===== src/verilog/rx_link_pkg.sv =====
// control characters, frame state type and packed structs for the
// TLK2711 receive link
`default_nettype none

package rx_link_pkg;

    localparam int ADDR_W = 32;
    localparam int DDR_W  = 64;

    // one character from the transceiver, K flags above the data
    typedef struct packed {
        logic        rkmsb;
        logic        rklsb;
        logic [15:0] data;
    } rx_char_t;

    localparam rx_char_t CHAR_SYNC      = '{rkmsb: 1'b0, rklsb: 1'b1, data: 16'hC5BC};
    localparam rx_char_t CHAR_SOF       = '{rkmsb: 1'b1, rklsb: 1'b1, data: 16'h5CFB};
    localparam rx_char_t CHAR_LINK_DOWN = '{rkmsb: 1'b1, rklsb: 1'b1, data: 16'hFFFF};

    // two head words, first word in the upper half
    localparam logic [31:0] FRAME_HEAD_FLAG = 32'hEB90_E116;

    typedef enum logic [3:0] {
        ST_IDLE,
        ST_SYNC,
        ST_HEAD,
        ST_TYPE,
        ST_LINE,
        ST_LENGTH,
        ST_DATA,
        ST_CHECK,
        ST_END1,
        ST_END2
    } rx_state_t;

    // type word carries file_end..data_type plus line_number[23:16]
    typedef struct packed {
        logic [1:0]  file_end;
        logic [1:0]  channel_id;
        logic [3:0]  data_type;
        logic [23:0] line_number;
        logic [15:0] data_length;
    } rx_header_t;

    typedef struct packed {
        logic [ADDR_W-1:0] addr;
        logic [15:0]       byte_count;
    } dma_cmd_t;

endpackage

`default_nettype wire


===== src/verilog/rx_frame_parser.sv =====
// frame FSM for the receive link, header capture and checksum compare
`timescale 1ns/1ps
`default_nettype none

module rx_frame_parser
    import rx_link_pkg::*;
(
    input  wire        i_2711_rx_clk,
    input  wire        i_rst_n,
    input  wire        rx_char_t i_char,
    output logic       o_word_valid,
    output logic [15:0] o_word,
    output logic       o_hdr_valid,
    output rx_header_t o_header,
    output logic       o_frame_done,
    output logic       o_checksum_error,
    output logic       o_in_frame
);

    rx_state_t   cs;
    rx_state_t   ns;
    logic [15:0] prev_data;
    logic [15:0] checksum;
    logic [15:0] data_cnt;
    logic [15:0] num_words;

    // payload word count where an odd byte length takes one extra word
    assign num_words = {1'b0, o_header.data_length[15:1]} + 16'(o_header.data_length[0]);

    assign o_in_frame = (cs == ST_TYPE) || (cs == ST_LINE) || (cs == ST_LENGTH) ||
                        (cs == ST_DATA) || (cs == ST_CHECK);

    assign o_word = prev_data;

    ////////////////////////////////////////////////////////////////////////////
    // frame state machine
    ////////////////////////////////////////////////////////////////////////////

    always_comb begin
        ns = cs;
        case (cs)
            ST_IDLE: begin
                if (i_char == CHAR_SYNC) ns = ST_SYNC;
            end
            ST_SYNC: begin
                if (i_char == CHAR_SOF) ns = ST_HEAD;
            end
            ST_HEAD: begin
                // previous word together with the current one
                if ({prev_data, i_char.data} == FRAME_HEAD_FLAG) ns = ST_TYPE;
            end
            ST_TYPE:   ns = ST_LINE;
            ST_LINE:   ns = ST_LENGTH;
            ST_LENGTH: ns = ST_DATA;
            ST_DATA: begin
                if (data_cnt == num_words - 16'd1) ns = ST_CHECK;
            end
            ST_CHECK:  ns = ST_END1;
            ST_END1:   ns = ST_END2;
            ST_END2:   ns = ST_IDLE;
            default:   ns = ST_IDLE;
        endcase
    end

    always_ff @(posedge i_2711_rx_clk or negedge i_rst_n) begin
        if (!i_rst_n) begin
            cs               <= ST_IDLE;
            data_cnt         <= '0;
            checksum         <= '0;
            o_checksum_error <= 1'b0;
            o_word_valid     <= 1'b0;
            o_hdr_valid      <= 1'b0;
            o_frame_done     <= 1'b0;
        end else begin
            cs           <= ns;
            o_word_valid <= (cs == ST_DATA);
            o_hdr_valid  <= (cs == ST_LENGTH);
            o_frame_done <= (cs == ST_END1);
            data_cnt     <= (cs == ST_DATA) ? data_cnt + 16'd1 : 16'd0;

            // wrapping sum over type, line, length and payload
            case (cs)
                ST_IDLE:  checksum <= '0;
                ST_TYPE, ST_LINE, ST_LENGTH, ST_DATA: begin
                    checksum <= checksum + i_char.data;
                end
                ST_CHECK: o_checksum_error <= (checksum != i_char.data);
                default: ;
            endcase
        end
    end

    // header fields and the delayed data word
    always_ff @(posedge i_2711_rx_clk) begin
        prev_data <= i_char.data;
        if (cs == ST_TYPE) begin
            {o_header.file_end, o_header.channel_id, o_header.data_type,
             o_header.line_number[23:16]} <= i_char.data;
        end
        if (cs == ST_LINE) o_header.line_number[15:0] <= i_char.data;
        if (cs == ST_LENGTH) o_header.data_length <= i_char.data;
    end

    // at least one payload word, check and end1 lie between the two strobes
    a_hdr_before_done: assert property (
        @(posedge i_2711_rx_clk) disable iff (!i_rst_n)
        o_hdr_valid |-> (!o_frame_done) [*3]
    );

endmodule

`default_nettype wire


===== src/verilog/rx_word_packer.sv =====
// packs 16-bit payload words into 64-bit DDR words, zero fill at frame end
`timescale 1ns/1ps
`default_nettype none

module rx_word_packer
    import rx_link_pkg::*;
(
    input  wire              i_2711_rx_clk,
    input  wire              i_rst_n,
    input  wire              i_word_valid,
    input  wire [15:0]       i_word,
    input  wire              i_frame_done,
    output logic             o_wr_valid,
    output logic [DDR_W-1:0] o_wr_data
);

    logic [1:0] lane_cnt;

    // a partial group is closed as soon as the word stream pauses
    always_ff @(posedge i_2711_rx_clk or negedge i_rst_n) begin
        if (!i_rst_n) begin
            lane_cnt   <= 2'd0;
            o_wr_valid <= 1'b0;
        end else if (i_word_valid) begin
            lane_cnt   <= lane_cnt + 2'd1;
            o_wr_valid <= (lane_cnt == 2'd3);
        end else begin
            lane_cnt   <= 2'd0;
            o_wr_valid <= (lane_cnt != 2'd0);
        end
    end

    // first word ends up in bits 63..48
    always_ff @(posedge i_2711_rx_clk) begin
        if (i_word_valid) begin
            o_wr_data <= {o_wr_data[DDR_W-17:0], i_word};
        end else begin
            case (lane_cnt)
                2'd1: o_wr_data <= {o_wr_data[15:0], 48'd0};
                2'd2: o_wr_data <= {o_wr_data[31:0], 32'd0};
                2'd3: o_wr_data <= {o_wr_data[47:0], 16'd0};
                default: ;
            endcase
        end
    end

    // last group of the frame is out by the time the parser finishes
    a_group_closed: assert property (
        @(posedge i_2711_rx_clk) disable iff (!i_rst_n)
        i_frame_done |-> (lane_cnt == 2'd0)
    );

    a_wr_spaced: assert property (
        @(posedge i_2711_rx_clk) disable iff (!i_rst_n)
        o_wr_valid |=> !o_wr_valid
    );

endmodule

`default_nettype wire


===== src/verilog/rx_dma_cmd_gen.sv =====
// DMA write command per frame with 8-byte rounding and running address
`timescale 1ns/1ps
`default_nettype none

module rx_dma_cmd_gen
    import rx_link_pkg::*;
(
    input  wire              i_2711_rx_clk,
    input  wire              i_rst_n,
    input  wire              i_rx_start,
    input  wire [ADDR_W-1:0] i_rx_base_addr,
    input  wire              i_hdr_valid,
    input  wire  rx_header_t i_header,
    input  wire              i_frame_done,
    output logic             o_cmd_valid,
    output dma_cmd_t         o_cmd
);

    logic [ADDR_W-1:0] wr_addr;
    logic [15:0]       byte_cnt;
    logic [15:0]       round_len;

    // DDR is written in whole 8-byte words
    assign round_len = {i_header.data_length[15:3] + 13'(|i_header.data_length[2:0]),
                        3'b000};

    assign o_cmd = '{addr: wr_addr, byte_count: byte_cnt};

    always_ff @(posedge i_2711_rx_clk or negedge i_rst_n) begin
        if (!i_rst_n) begin
            o_cmd_valid <= 1'b0;
            byte_cnt    <= '0;
            wr_addr     <= '0;
        end else begin
            o_cmd_valid <= i_hdr_valid;
            if (i_hdr_valid) byte_cnt <= round_len;
            if (i_rx_start) begin
                wr_addr <= i_rx_base_addr;
            end else if (i_frame_done) begin
                wr_addr <= wr_addr + ADDR_W'(byte_cnt);
            end
        end
    end

    a_cmd_rounded: assert property (
        @(posedge i_2711_rx_clk) disable iff (!i_rst_n)
        o_cmd_valid |-> (o_cmd.byte_count[2:0] == 3'd0) &&
            (16'(o_cmd.byte_count - $past(i_header.data_length)) < 16'd8)
    );

endmodule

`default_nettype wire


===== src/verilog/rx_intr_gen.sv =====
// frame counter and interrupt pulse of programmable width
`timescale 1ns/1ps
`default_nettype none

module rx_intr_gen (
    input  wire        i_2711_rx_clk,
    input  wire        i_rst_n,
    input  wire        i_frame_done,
    input  wire [23:0] i_frames_per_intr,
    input  wire [15:0] i_intr_width,
    output logic       o_rx_interrupt
);

    logic [23:0] frame_cnt;
    logic [15:0] width_cnt;
    logic        intr_fire;

    // count including the frame that is finishing now
    assign intr_fire = i_frame_done && (frame_cnt + 24'd1 == i_frames_per_intr);

    always_ff @(posedge i_2711_rx_clk or negedge i_rst_n) begin
        if (!i_rst_n) begin
            frame_cnt <= '0;
        end else if (intr_fire) begin
            frame_cnt <= '0;
        end else if (i_frame_done) begin
            frame_cnt <= frame_cnt + 24'd1;
        end
    end

    // frames during the pulse keep counting above
    always_ff @(posedge i_2711_rx_clk or negedge i_rst_n) begin
        if (!i_rst_n) begin
            o_rx_interrupt <= 1'b0;
            width_cnt      <= '0;
        end else if (intr_fire) begin
            o_rx_interrupt <= 1'b1;
            width_cnt      <= '0;
        end else if (o_rx_interrupt) begin
            if (width_cnt == i_intr_width - 16'd1) begin
                o_rx_interrupt <= 1'b0;
                width_cnt      <= '0;
            end else begin
                width_cnt <= width_cnt + 16'd1;
            end
        end
    end

endmodule

`default_nettype wire


===== src/verilog/rx_loss_monitor.sv =====
// link-loss and sync-loss detectors, each followed by a holdoff window
`timescale 1ns/1ps
`default_nettype none

module rx_loss_monitor
    import rx_link_pkg::*;
#(
    parameter logic [23:0] LOSS_HOLDOFF = 24'd10000000
)
(
    input  wire           i_2711_rx_clk,
    input  wire           i_rst_n,
    input  wire rx_char_t i_char,
    input  wire           i_in_frame,
    input  wire           i_link_loss_detect_ena,
    input  wire           i_sync_loss_detect_ena,
    output logic          o_link_loss,
    output logic          o_sync_loss
);

    // slot 0 is link loss, slot 1 is sync loss
    logic [1:0]       det_ena;
    logic [1:0]       det_hit;
    logic [1:0]       loss_q;
    logic [1:0]       hold_q;
    logic [1:0][23:0] hold_timer;

    assign det_ena    = {i_sync_loss_detect_ena, i_link_loss_detect_ena};
    assign det_hit[0] = (i_char == CHAR_LINK_DOWN);
    // no K character belongs between the type word and the check word
    assign det_hit[1] = (i_char.rkmsb | i_char.rklsb) & i_in_frame;

    assign o_link_loss = loss_q[0];
    assign o_sync_loss = loss_q[1];

    ////////////////////////////////////////////////////////////////////////////
    // strobe and holdoff, timer counts from the strobe cycle
    ////////////////////////////////////////////////////////////////////////////

    always_ff @(posedge i_2711_rx_clk or negedge i_rst_n) begin
        if (!i_rst_n) begin
            loss_q     <= '0;
            hold_q     <= '0;
            hold_timer <= '0;
        end else begin
            for (int i = 0; i < 2; i++) begin
                if (!det_ena[i]) begin
                    loss_q[i]     <= 1'b0;
                    hold_q[i]     <= 1'b0;
                    hold_timer[i] <= '0;
                end else if (det_hit[i] && !hold_q[i]) begin
                    loss_q[i]     <= 1'b1;
                    hold_q[i]     <= 1'b1;
                    hold_timer[i] <= '0;
                end else begin
                    loss_q[i] <= 1'b0;
                    if (hold_q[i]) begin
                        hold_timer[i] <= hold_timer[i] + 24'd1;
                        // release so a strobe can land LOSS_HOLDOFF after the last
                        if (hold_timer[i] == LOSS_HOLDOFF - 24'd2) hold_q[i] <= 1'b0;
                    end else begin
                        hold_timer[i] <= '0;
                    end
                end
            end
        end
    end

endmodule

`default_nettype wire


===== src/verilog/tlk2711_rx_link.sv =====
// TLK2711 receive link top level: parser, packer, DMA command,
// interrupt and loss monitor
`timescale 1ns/1ps
`default_nettype none

module tlk2711_rx_link
    import rx_link_pkg::*;
#(
    parameter logic [23:0] LOSS_HOLDOFF = 24'd10000000
)
(
    input  wire              i_2711_rx_clk,
    input  wire              i_rst_n,
    input  wire rx_char_t    i_char,
    input  wire              i_rx_start,
    input  wire [ADDR_W-1:0] i_rx_base_addr,
    input  wire [23:0]       i_frames_per_intr,
    input  wire [15:0]       i_intr_width,
    input  wire              i_link_loss_detect_ena,
    input  wire              i_sync_loss_detect_ena,
    output logic             o_wr_valid,
    output logic [DDR_W-1:0] o_wr_data,
    output logic             o_cmd_valid,
    output dma_cmd_t         o_cmd,
    output logic             o_frame_done,
    output rx_header_t       o_header,
    output logic             o_checksum_error,
    output logic             o_rx_interrupt,
    output logic             o_link_loss,
    output logic             o_sync_loss
);

    logic        word_valid;
    logic [15:0] word;
    logic        hdr_valid;
    logic        in_frame;

    rx_frame_parser u_rx_frame_parser (
        .i_2711_rx_clk    (i_2711_rx_clk),
        .i_rst_n          (i_rst_n),
        .i_char           (i_char),
        .o_word_valid     (word_valid),
        .o_word           (word),
        .o_hdr_valid      (hdr_valid),
        .o_header         (o_header),
        .o_frame_done     (o_frame_done),
        .o_checksum_error (o_checksum_error),
        .o_in_frame       (in_frame)
    );

    rx_word_packer u_rx_word_packer (
        .i_2711_rx_clk (i_2711_rx_clk),
        .i_rst_n       (i_rst_n),
        .i_word_valid  (word_valid),
        .i_word        (word),
        .i_frame_done  (o_frame_done),
        .o_wr_valid    (o_wr_valid),
        .o_wr_data     (o_wr_data)
    );

    rx_dma_cmd_gen u_rx_dma_cmd_gen (
        .i_2711_rx_clk  (i_2711_rx_clk),
        .i_rst_n        (i_rst_n),
        .i_rx_start     (i_rx_start),
        .i_rx_base_addr (i_rx_base_addr),
        .i_hdr_valid    (hdr_valid),
        .i_header       (o_header),
        .i_frame_done   (o_frame_done),
        .o_cmd_valid    (o_cmd_valid),
        .o_cmd          (o_cmd)
    );

    rx_intr_gen u_rx_intr_gen (
        .i_2711_rx_clk     (i_2711_rx_clk),
        .i_rst_n           (i_rst_n),
        .i_frame_done      (o_frame_done),
        .i_frames_per_intr (i_frames_per_intr),
        .i_intr_width      (i_intr_width),
        .o_rx_interrupt    (o_rx_interrupt)
    );

    rx_loss_monitor #(
        .LOSS_HOLDOFF (LOSS_HOLDOFF)
    ) u_rx_loss_monitor (
        .i_2711_rx_clk          (i_2711_rx_clk),
        .i_rst_n                (i_rst_n),
        .i_char                 (i_char),
        .i_in_frame             (in_frame),
        .i_link_loss_detect_ena (i_link_loss_detect_ena),
        .i_sync_loss_detect_ena (i_sync_loss_detect_ena),
        .o_link_loss            (o_link_loss),
        .o_sync_loss            (o_sync_loss)
    );

endmodule

`default_nettype wire


===== config.mk =====
export PLATFORM = sky130hd
export DESIGN_NAME = tlk2711_rx_link
export DESIGN_NICKNAME = d
export VERILOG_FILES = /design/src/verilog/rx_link_pkg.sv /design/src/verilog/rx_frame_parser.sv /design/src/verilog/rx_word_packer.sv /design/src/verilog/rx_dma_cmd_gen.sv /design/src/verilog/rx_intr_gen.sv /design/src/verilog/rx_loss_monitor.sv /design/src/verilog/tlk2711_rx_link.sv
export SDC_FILE = /design/constraint.sdc
export NUM_CORES = 1
export LEC_CHECK = 0
export ABC_AREA = 0
export BUFFER_PORTS_ARGS = -buffer_cell sky130_fd_sc_hd__buf_2
export CORE_MARGIN = 3
export CORE_UTILIZATION = 62
export CTS_CLUSTER_DIAMETER = 40
export CTS_CLUSTER_SIZE = 10
export DETAILED_ROUTE_END_ITERATION = 12
export GPL_ROUTABILITY_DRIVEN = 0
export PLACE_DENSITY = 0.95
export SLEW_MARGIN = 20
export SYNTH_ARGS = -nofsm -noshare
export SYNTH_HDL_FRONTEND = slang
export SYNTH_HIERARCHICAL = 1
export SYNTH_SLANG_ARGS = --single-unit

===== constraint.sdc =====
create_clock -name i_2711_rx_clk -period 6.8 [get_ports i_2711_rx_clk]
set_input_delay 1.02 -clock i_2711_rx_clk [delete_from_list [all_inputs] [get_ports i_2711_rx_clk]]
set_output_delay 1.02 -clock i_2711_rx_clk [all_outputs]
set_load 0.02 [all_outputs]

# After elaboration in Yosys (flattened, before gate mapping)
# Cells that the tools add are included.
dict set report op_classes {
  n_addsub 12
  n_eq_ne 25
  mux 39
  n_bitwise 2
  reduce_logical 19
}
# operator count
set ops {}
lappend ops {{$mux 24} 8}
lappend ops {{$pmux 64 s3} 1}
lappend ops {{$add 24x1->24 const B} 3}
lappend ops {{$mux 16} 4}
lappend ops {{$mux 32} 2}
lappend ops {{$mux 64} 1}
lappend ops {{$eq 24x24->1 const B} 2}
lappend ops {{$eq 18x18->1 const B} 2}
lappend ops {{$pmux 4 s9} 1}
lappend ops {{$add 16x1->16 const B} 2}
lappend ops {{$add 32x16->32} 1}
lappend ops {{$eq 16x16->1} 2}
lappend ops {{$eq 32x32->1 const B} 1}
lappend ops {{$pmux 16 s2} 1}
lappend ops {{$sub 16x1->16 const B} 2}
lappend ops {{$eq 24x24->1} 1}
lappend ops {{$eq 18x17->1 const B} 1}
lappend ops {{$add 15x1->16} 1}
lappend ops {{$add 16x16->16} 1}
lappend ops {{$eq 4x3->1 const B} 4}
lappend ops {{$mux 1} 16}
lappend ops {{$mux 4} 4}
lappend ops {{$ne 16x16->1} 1}
lappend ops {{$add 13x1->13} 1}
lappend ops {{other kinds (19)} 34}
dict set report word_totals {
  register_bits 310
  input_bits 95
  output_inout_bits 167
  wordCells 124
}

# Depth between registers and ports, before layout
# Gate-level depths: netlist (run 1).
dict set report depth {
  ltp_word 9
  ltp_mapped 13
  mapped_depth_nobuf 10
}

# Modules after synthesis
# Netlist (run 1), hierarchy kept.
# mod n_inst cells_per_inst area_each_um2 seq_area_each_um2
set modules_own_cells {}
lappend modules_own_cells {rx_frame_parser 1 423 4842.1 2762.6}
lappend modules_own_cells {rx_intr_gen 1 391 3283.1 1026.0}
lappend modules_own_cells {rx_word_packer 1 248 3178.0 1996.9}
lappend modules_own_cells {rx_dma_cmd_gen 1 315 2946.6 1151.1}
lappend modules_own_cells {rx_loss_monitor 1 282 2628.8 1301.2}

# Least setup slack after synthesis (run 1)
# Ideal clock, no wire load.
dict set report synth_path {
  kind {in2reg}
  from {in i_intr_width[2]}
  to {reg u_rx_intr_gen.width_cnt[10]}
  setup_ps 121
  arrival_time_ps 3253
  required_time_ps 6679
  setup_slack_ps 3426
  cell_stages 9
  n_path_buf 1
  path_cell_list {nor4_1 -> nand2_1 -> xnor2_1 -> or4_1 -> a2111oi_0 -> nand3_1 -> o21ai_2 -> buf_2 -> nor2_1}
}
dict set report synth_via {
  elab_chain_cells 5
}
# item line
set synth_lines {}
lappend synth_lines {{from (decl)} tlk2711_rx_link.sv:18} ;# input wire [15:0] i_intr_width,
lappend synth_lines {{$sub 16x1->16} rx_intr_gen.sv:40} ;# if (width_cnt == i_intr_width - 16'd1) begin
lappend synth_lines {{$eq 16x16->1} rx_intr_gen.sv:40}
lappend synth_lines {{$mux 16} rx_intr_gen.sv:40}
lappend synth_lines {{$mux 16} rx_intr_gen.sv:39} ;# end else if (o_rx_interrupt) begin
lappend synth_lines {{$mux 16} rx_intr_gen.sv:36} ;# end else if (intr_fire) begin
lappend synth_lines {{to (signal assigned)} rx_intr_gen.sv:44} ;# width_cnt <= width_cnt + 16'd1;
lappend synth_lines {{to (decl)} rx_intr_gen.sv:15} ;# logic [15:0] width_cnt;
# No other way between the ends. The select of a mux whose other input is x is not followed.
# A chain may end at the register's enable or synchronous reset.

# Worst setup path in the final report (run 1)
dict set report layout_path {
  from {reg u_rx_frame_parser.o_frame_done}
  to {reg u_rx_intr_gen.frame_cnt[14]}
}
dict set report layout_via {
  elab_chain_cells 2
  elab_cells_between_ends 3
  classes_between {1 x mux; 2 x reduce/logical}
}
# item line
set layout_lines {}
lappend layout_lines {{from (decl)} rx_frame_parser.sv:15} ;# output logic o_frame_done,
lappend layout_lines {{from (signal assigned)} rx_frame_parser.sv:78} ;# o_frame_done <= (cs == ST_END1);
lappend layout_lines {{$logic_and 1x1->1} rx_intr_gen.sv:19} ;# assign intr_fire = i_frame_done && (frame_cnt + 24'd1 == i_frames_per_intr);
lappend layout_lines {{$mux 24 / $reduce_bool 2->1 (equally long branches)} -}
lappend layout_lines {{to (signal assigned)} rx_intr_gen.sv:27} ;# frame_cnt <= frame_cnt + 24'd1;
lappend layout_lines {{to (decl)} rx_intr_gen.sv:14} ;# logic [23:0] frame_cnt;
# Several ways; a longest one is shown, not always the timed one.

==> metrics.txt, run 1 <==
number of distinct library cells after synthesis=96; TritonRoute pass-1 iters=5; GRT overflow=0; area of the core=0.0264 mm2; PwrDens=362 mW/mm2; initial antenna violation count=0; max_cap viols=0; Post-synth EDFFs=112; Crit path max-delay family=simple AND/OR/NAND/NOR gates; Slew @ Worst Pin=1.07 ns; fill cell count=1683; global-route wire length before repair=70600 um; VDD IR max=265 uV; # IOs=262; WL per Instance=19.5 um; vias in the first global route=14200; DR DRC count=0; gr usage total=29.4%; Root Buffer=clkbuf_16; outcome=finished, final reports clean; HPWL after DPL=29900 um; critical path fanouts, max=40; Critical Path Sink Type=flop; ant diodes=0; HP Class=input port to async pin; Via density=6.39; Synth top cells by count=182 x dfrtp_1, 122 x nor2_1, 112 x edfxtp_1; max_slew headroom=28.4%; Hold Violations, Final=0; sequential-to-total area share from yosys stat=48.8%; DIE HEIGHT=171 um; max-slew violation count=0; CTS Buffer Depth=3; final instance area=0.0197 mm2; Worst Skew=0.0267 ns; H-tree depth=2; DRT iter0 DRCs=1482; Async S/R FF share, synth=58.7%; Post-layout nets=2040; CP cell instances=buf_4 > inv_1 > nor3_1 > nand3_1 > nor4_1 > nand4_1 > or4_1 > nand2_1 > o311ai_0; DP Area=0.0183 mm2; Main synth FF type=dfrtp_1; kind of critical path=flop to flop; Setup-failing EPs final=0; die area=0.0292 mm2; Post-Route Setup TNS=0 ns; Buffers on Ports=258; CP max stage delay=0.93 ns; Gate Count Post-Synth=1659; min Tclk post-route=4.02 ns; Yosys top cell area share=27.0%; Routed Antenna Nets=0; Non-Filler Instances=2267; hold_buf cts=0; count leader, synth=dfrtp_1; clock-pin slew of the registers on the worst-case setup and hold paths=0.05 ns; largest net degree at the start of global routing=70; final wirelength=44200 um; Mapped Area=0.0169 mm2; YS warnings=6; layout cells sized above 1=20.2%; Area Overhead vs Synth=17.0%; buffers and inverters on the worst path=2; Required @ worst endpoint=7.18 ns; via count=14500; synthesized area per cell=10.2 um2; Crit path arrival time=4.40 ns; CTS buffer count=44; Clock Sinks=310; Initial Util=63.9%; DIE WIDTH=171 um; Critical Path Source Type=flop; worst-skew pair later-pin latency=0.55 ns; Leak=7.91 nW; unrepaired setup endpoints after global routing=false; Final period util=59.1%; Worst path slowest cell=or4_1; placed insts=2187; num rows=59; TritonCTS clock tree=yes; area leader, netlist=dfrtp_1; largest cells by area after synthesis=dfrtp_1 27%, edfxtp_1 20%, xnor2_1 4.6%; post-cts resize count=0; Yosys reg bits=310; Post-CTS Setup Inserts=0; f_max=0.249 GHz
==> logic make-up (layout without fill, tap and decap cells) <==
kind of cell               count (synthesis)  count (layout)  share of synthesized area, %
xor gates and xnor gates                 168             168                          8.72
muxes                                     24              24                          1.49
adders and majority gates                 47              47                          3.57
and+or+nand+nor                          650             650                          21.4
DFF                                      310             310                          48.8
buffers and inverters                    135             406                          3.35
other                                      1               3                        0.0222
AOI/OAI and AO/OA                        324             324                          12.7
==> sequential cells by signal (all words and copies together), names as in the netlist, 4 cells and up <==
register	count
u_rx_word_packer/o_wr_data	64
u_rx_frame_parser/o_header	48
u_rx_loss_monitor/hold_timer	48
u_rx_dma_cmd_gen/wr_addr	32
u_rx_intr_gen/frame_cnt	24
u_rx_frame_parser/checksum	16
u_rx_frame_parser/data_cnt	16
u_rx_frame_parser/o_word	16
u_rx_intr_gen/width_cnt	16
u_rx_dma_cmd_gen/byte_cnt	13
u_rx_frame_parser/cs	4
==> area by class of cell <==
type | instances | area [um2] | area share, %
clock buffer | 63 | 1220 | 6.19
clock inverter | 17 | 180 | 0.912
inverter | 60 | 225 | 1.14
multi-input combinational | 1216 | 8100 | 41.0
sequential | 310 | 8240 | 41.7
tap | 335 | 419 | 2.12
timing repair buffer | 266 | 1360 | 6.87
==> placed cells by master (no fill, tap or decap), types with 20 or more instances in the layout <==
cell       instances
ha_1              44
nor3_1            35
nand3_1           87
nor2_1           121
xor2_1            80
dfrtp_1          182
clkbuf_16         44
and3_1            23
and2_1            26
or3_1             20
edfxtp_1         112
buf_2            257
nor4_1            31
nand4_1           51
a21oi_1           60
o21ai_0           95
nand2_1          110
nand3b_1          22
inv_1             60
xnor2_1           88
==> worst paths after layout <==
| path | start | endpoint | slack (ns) | depth (start not counted) |
|---|---|---|---|---|
| max | u_rx_frame_parser/o_frame_done | u_rx_intr_gen/frame_cnt[14] | 2.78 | 9 |
| min | i_rst_n | u_rx_intr_gen/frame_cnt[19] | 0.45 | 1 |
| max reg2reg | u_rx_frame_parser/o_frame_done | u_rx_intr_gen/frame_cnt[14] | 2.78 | 9 |
| min reg2reg | u_rx_loss_monitor/hold_q[1] | u_rx_loss_monitor/loss_q[1] | 0.49 | 1 |
| min in group i_2711_rx_clk | u_rx_loss_monitor/hold_q[1] | u_rx_loss_monitor/loss_q[1] | 0.49 | 1 |
| max in group asynchronous | i_rst_n | u_rx_dma_cmd_gen/wr_addr[28] | 5.09 | 2 |
==> routing by layer <==
layer	part of all wire, %	global-route usage (%)	up-vias
met1	38	37.0	6924
met2	50	50.6	851
met3	8.7	5.24	150
met4	3.2	11.7	0
met5	0	0	-
li1	-	-	6565
==> per-stage QoR <==
stage | power (W) | util, % | hold slack (ns) | setup slack [ns]
floorplan | 0.00424 | - | 0.352 | 3.43
global placement | 0.00484 | 69.4 | 0.479 | 3.00
detailed placement | 0.00496 | 69.4 | 0.475 | 2.81
CTS | 0.00713 | 74.7 | 0.456 | 2.90
global route | 0.00750 | 74.7 | 0.468 | 2.46
finish | 0.00715 | 74.7 | 0.448 | 2.78
==> power by group <==
group	leakage (nW)	switching [W]	internal (W)
clock network	0.682	0.000843	0.00130
registers	3.43	0.000333	0.00240
logic	3.80	0.00146	0.000806
Power figures use the tool's default switching activity.
==> run 2, diff against run 1 <==
Settings changed: ABC_AREA 0 to 1, CORE_UTILIZATION 62 to 53, PLACE_DENSITY 0.95 to 0.87.
Clock period 6.8 ns to 3.6 ns, I/O delays scaled along.
==> run 2 against run 1 <==
Power increased by 24%. Clock power increased by 110%. Synthesized cell count increased by 56%. Sequential power increased by 37%. Critical path type unchanged. Die area increased by 32%. Cell area increased by 14%. Worst hold slack got worse by 0.25 ns. Critical endpoint is now u_rx_intr_gen/width_cnt[14].
==> metrics.txt, run 2 <==
outcome=finished, final reports clean; largest family of logic cells by synthesized area=simple AND/OR/NAND/NOR gates; mux share of post-synthesis cell area=0.0521%; Routed Antenna Nets=0; PwrDens=393 mW/mm2; f_max=0.378 GHz; DIE WIDTH=196 um; Post-Route Setup TNS=0 ns; kind of critical path=flop to flop; number of distinct library cells after synthesis=62; Via density=5.59; TritonCTS clock tree=yes; Synth Area in Adders=3.14%; WL met3=4870 um; area of the core=0.0357 mm2; synthesized area per cell=7.41 um2; Multi-input gate area=0.00940 mm2; Root Buffer=clkbuf_16; hold_sp=i_rx_base_addr[0]; max_cap viols=0; VDD IR max=362 uV; num rows=69; Async S/R FF share, synth=58.7%; post-cts resize count=0; GRT overflow=0; largest cells by area after synthesis=dfrtp_1 24%, edfxtp_1 18%, nand2_1 17%; Synth top cells by count=854 x nand2_1, 319 x inv_1, 301 x nor2_1; Hold WS=0.195 ns; Post-Synth XOR/XNOR Area=3.64%; DRT iter0 DRCs=2024; simple-gate portion of the synthesized area=36.0%; final wirelength=55600 um; count leader, synth=nand2_1; unrepaired setup endpoints after global routing=false; Critical Path Sink Type=flop; Top Metal Used=met4; r2r startpoint=u_rx_intr_gen/frame_cnt[0]; Buffers on Ports=258; clock-pin slew of the registers on the worst-case setup and hold paths=0.05 ns; Compound-Gate Fraction of Synth Area=6.04%; commonest non-fill, non-tap cell in the layout=nand2_1; global-route wire length before repair=89200 um; # IOs=262; Clock Sinks=310; Main synth FF type=dfrtp_1; CTS Buffer Depth=3; max reg flops=64; Area Overhead vs Synth=17.1%; die area=0.0386 mm2; largest net degree at the start of global routing=66; DR DRC count=0; top flop regs=u_rx_word_packer/o_wr_data (64), u_rx_frame_parser/o_header (48), u_rx_loss_monitor/hold_timer (48); Mapped Area=0.0192 mm2; max-slew violation count=0; TritonRoute pass-1 iters=8; Hold Violations, Final=0; met2 routed WL=26000 um; CP max stage delay=0.47 ns; Final period util=73.6%; Yosys top cell area share=23.7%; Slew @ Worst Pin=0.856 ns; Gate Count Post-Synth=2592; initial antenna violation count=2; YS warnings=6; crit path from=u_rx_intr_gen/frame_cnt[0]; Crit path arrival time=3.14 ns; via count=18800; vias in the first global route=18000; Setup-failing EPs final=0; Met1 Wirelength=22300 um; Post-layout nets=3010; area leader, netlist=dfrtp_1; DIE HEIGHT=196 um; min Tclk post-route=2.65 ns; CP cell instances=ha_1 > nand3_1 > nor2_2 > nand2_1 > and2_1 > nor2_1 > nor2_1 > o21ai_1 > nor2_1 > nand2_1 > nor2_1 > nand2_1 > buf_4 > nand3_1 > nand2_1; worst-skew pair later-pin latency=0.57 ns; gr usage total=27.9%; Required @ worst endpoint=4.09 ns; Crit path max-delay family=simple AND/OR/NAND/NOR gates; Leak=10.9 nW; Largest Register=u_rx_word_packer/o_wr_data; buffers and inverters on the worst path=1; max_slew headroom=43.0%; sequential-to-total area share from yosys stat=42.9%; critical path fanouts, max=29; Worst path slowest cell=dfrtp_1; Critical Path Source Type=flop; FF/Latch Area=0.00824 mm2; HPWL after DPL=39300 um; HP Class=input port to flop; H-tree depth=2; fill cell count=2910; Yosys reg bits=310; WL per Instance=16.5 um; Worst Skew=0.0214 ns; Post-synth EDFFs=112; most frequent cells in the layout=854 x nand2_1, 319 x inv_1, 300 x nor2_1; CTS buffer count=49; Initial Util=53.9%; layout cells sized above 1=16.3%
==> run 2: cell types whose count changed in the layout (fill, tap and decap cells not counted), sizes merged, moves of 26 or more <==
cell,previous run,this run
nand3,88,195
nor4,36,10
xor2,80,42
inv,63,337
nand2,110,903
nor2,124,341
xnor2,88,30
==> run 2: path summary, 6_finish.rpt <==
check                                           endpoint  cells past startpoint  slack [ns]
hold reg to reg              u_rx_loss_monitor/loss_q[1]                      1        0.45
hold / removal               u_rx_dma_cmd_gen/wr_addr[0]                      3        0.20
max in group asynchronous  u_rx_frame_parser/checksum[8]                      3        2.15
setup / recovery             u_rx_intr_gen/width_cnt[14]                     15        0.95
min in group asynchronous     u_rx_intr_gen/width_cnt[0]                      2        0.56
setup reg to reg             u_rx_intr_gen/width_cnt[14]                     15        0.95
==> run 2: tightest hold or removal path, cell delays in order <==
cell     delay [ns]
buf_2          0.07
nand2_1        0.05
nand2_1        0.06
==> run 2: kinds of logic after synthesis <==
family                   after synthesis
multiplexers                           1
XOR/XNOR                              75
other                                  1
buffers and inverters                382
adder cells (fa/ha/maj)               47
AO/OA/AOI/OAI                        204
flip-flops                           310
AND/OR/NAND/NOR                     1572
==> run 2: timing repair <==
item,4_1_cts,5_1_grt
hold endpoints to repair,19,0
hold buffers,1,0
setup buffers,0,0
==> run 2: metal layers <==
metal | vias to the layer above | track usage (%)
met4 | 0 | 12.4
met1 | 8753 | 36.6
met5 | - | 0
li1 | 8840 | -
met3 | 228 | 5.56
met2 | 1022 | 45.4
==> run 2: final cells by class <==
cell class / count / share of cell area, %
clock buffers: 66 / 6.01
diodes: 1 / 0.0111
repair buffers: 272 / 6.31
inverters: 333 / 5.57
well taps: 461 / 2.56
multi-input cells: 1902 / 41.8
clock inverters: 25 / 1.12
flip-flops and latches: 310 / 36.6
==> run 2: metrics by stage <==
stage          worst slack [ns]  total power [W]  instance area (um2)  utilization, %  cells
2_1_floorplan             0.879          0.00408                19200               -   2594
3_3_place_gp              0.856          0.00432                20900            58.5   3277
3_5_place_dp              0.794          0.00433                20900            58.5   3277
4_1_cts                    1.04          0.00890                22500            63.1   3369
5_1_grt                   0.753          0.00915                22500            63.1   3370
6_report                  0.952          0.00885                22500            63.1   3370
==> run 2: where the power goes <==
group          internal, W  total, W  switching, W
registers          0.00369   0.00375     0.0000556
logic             0.000178  0.000539      0.000361
clock network      0.00281   0.00456       0.00175
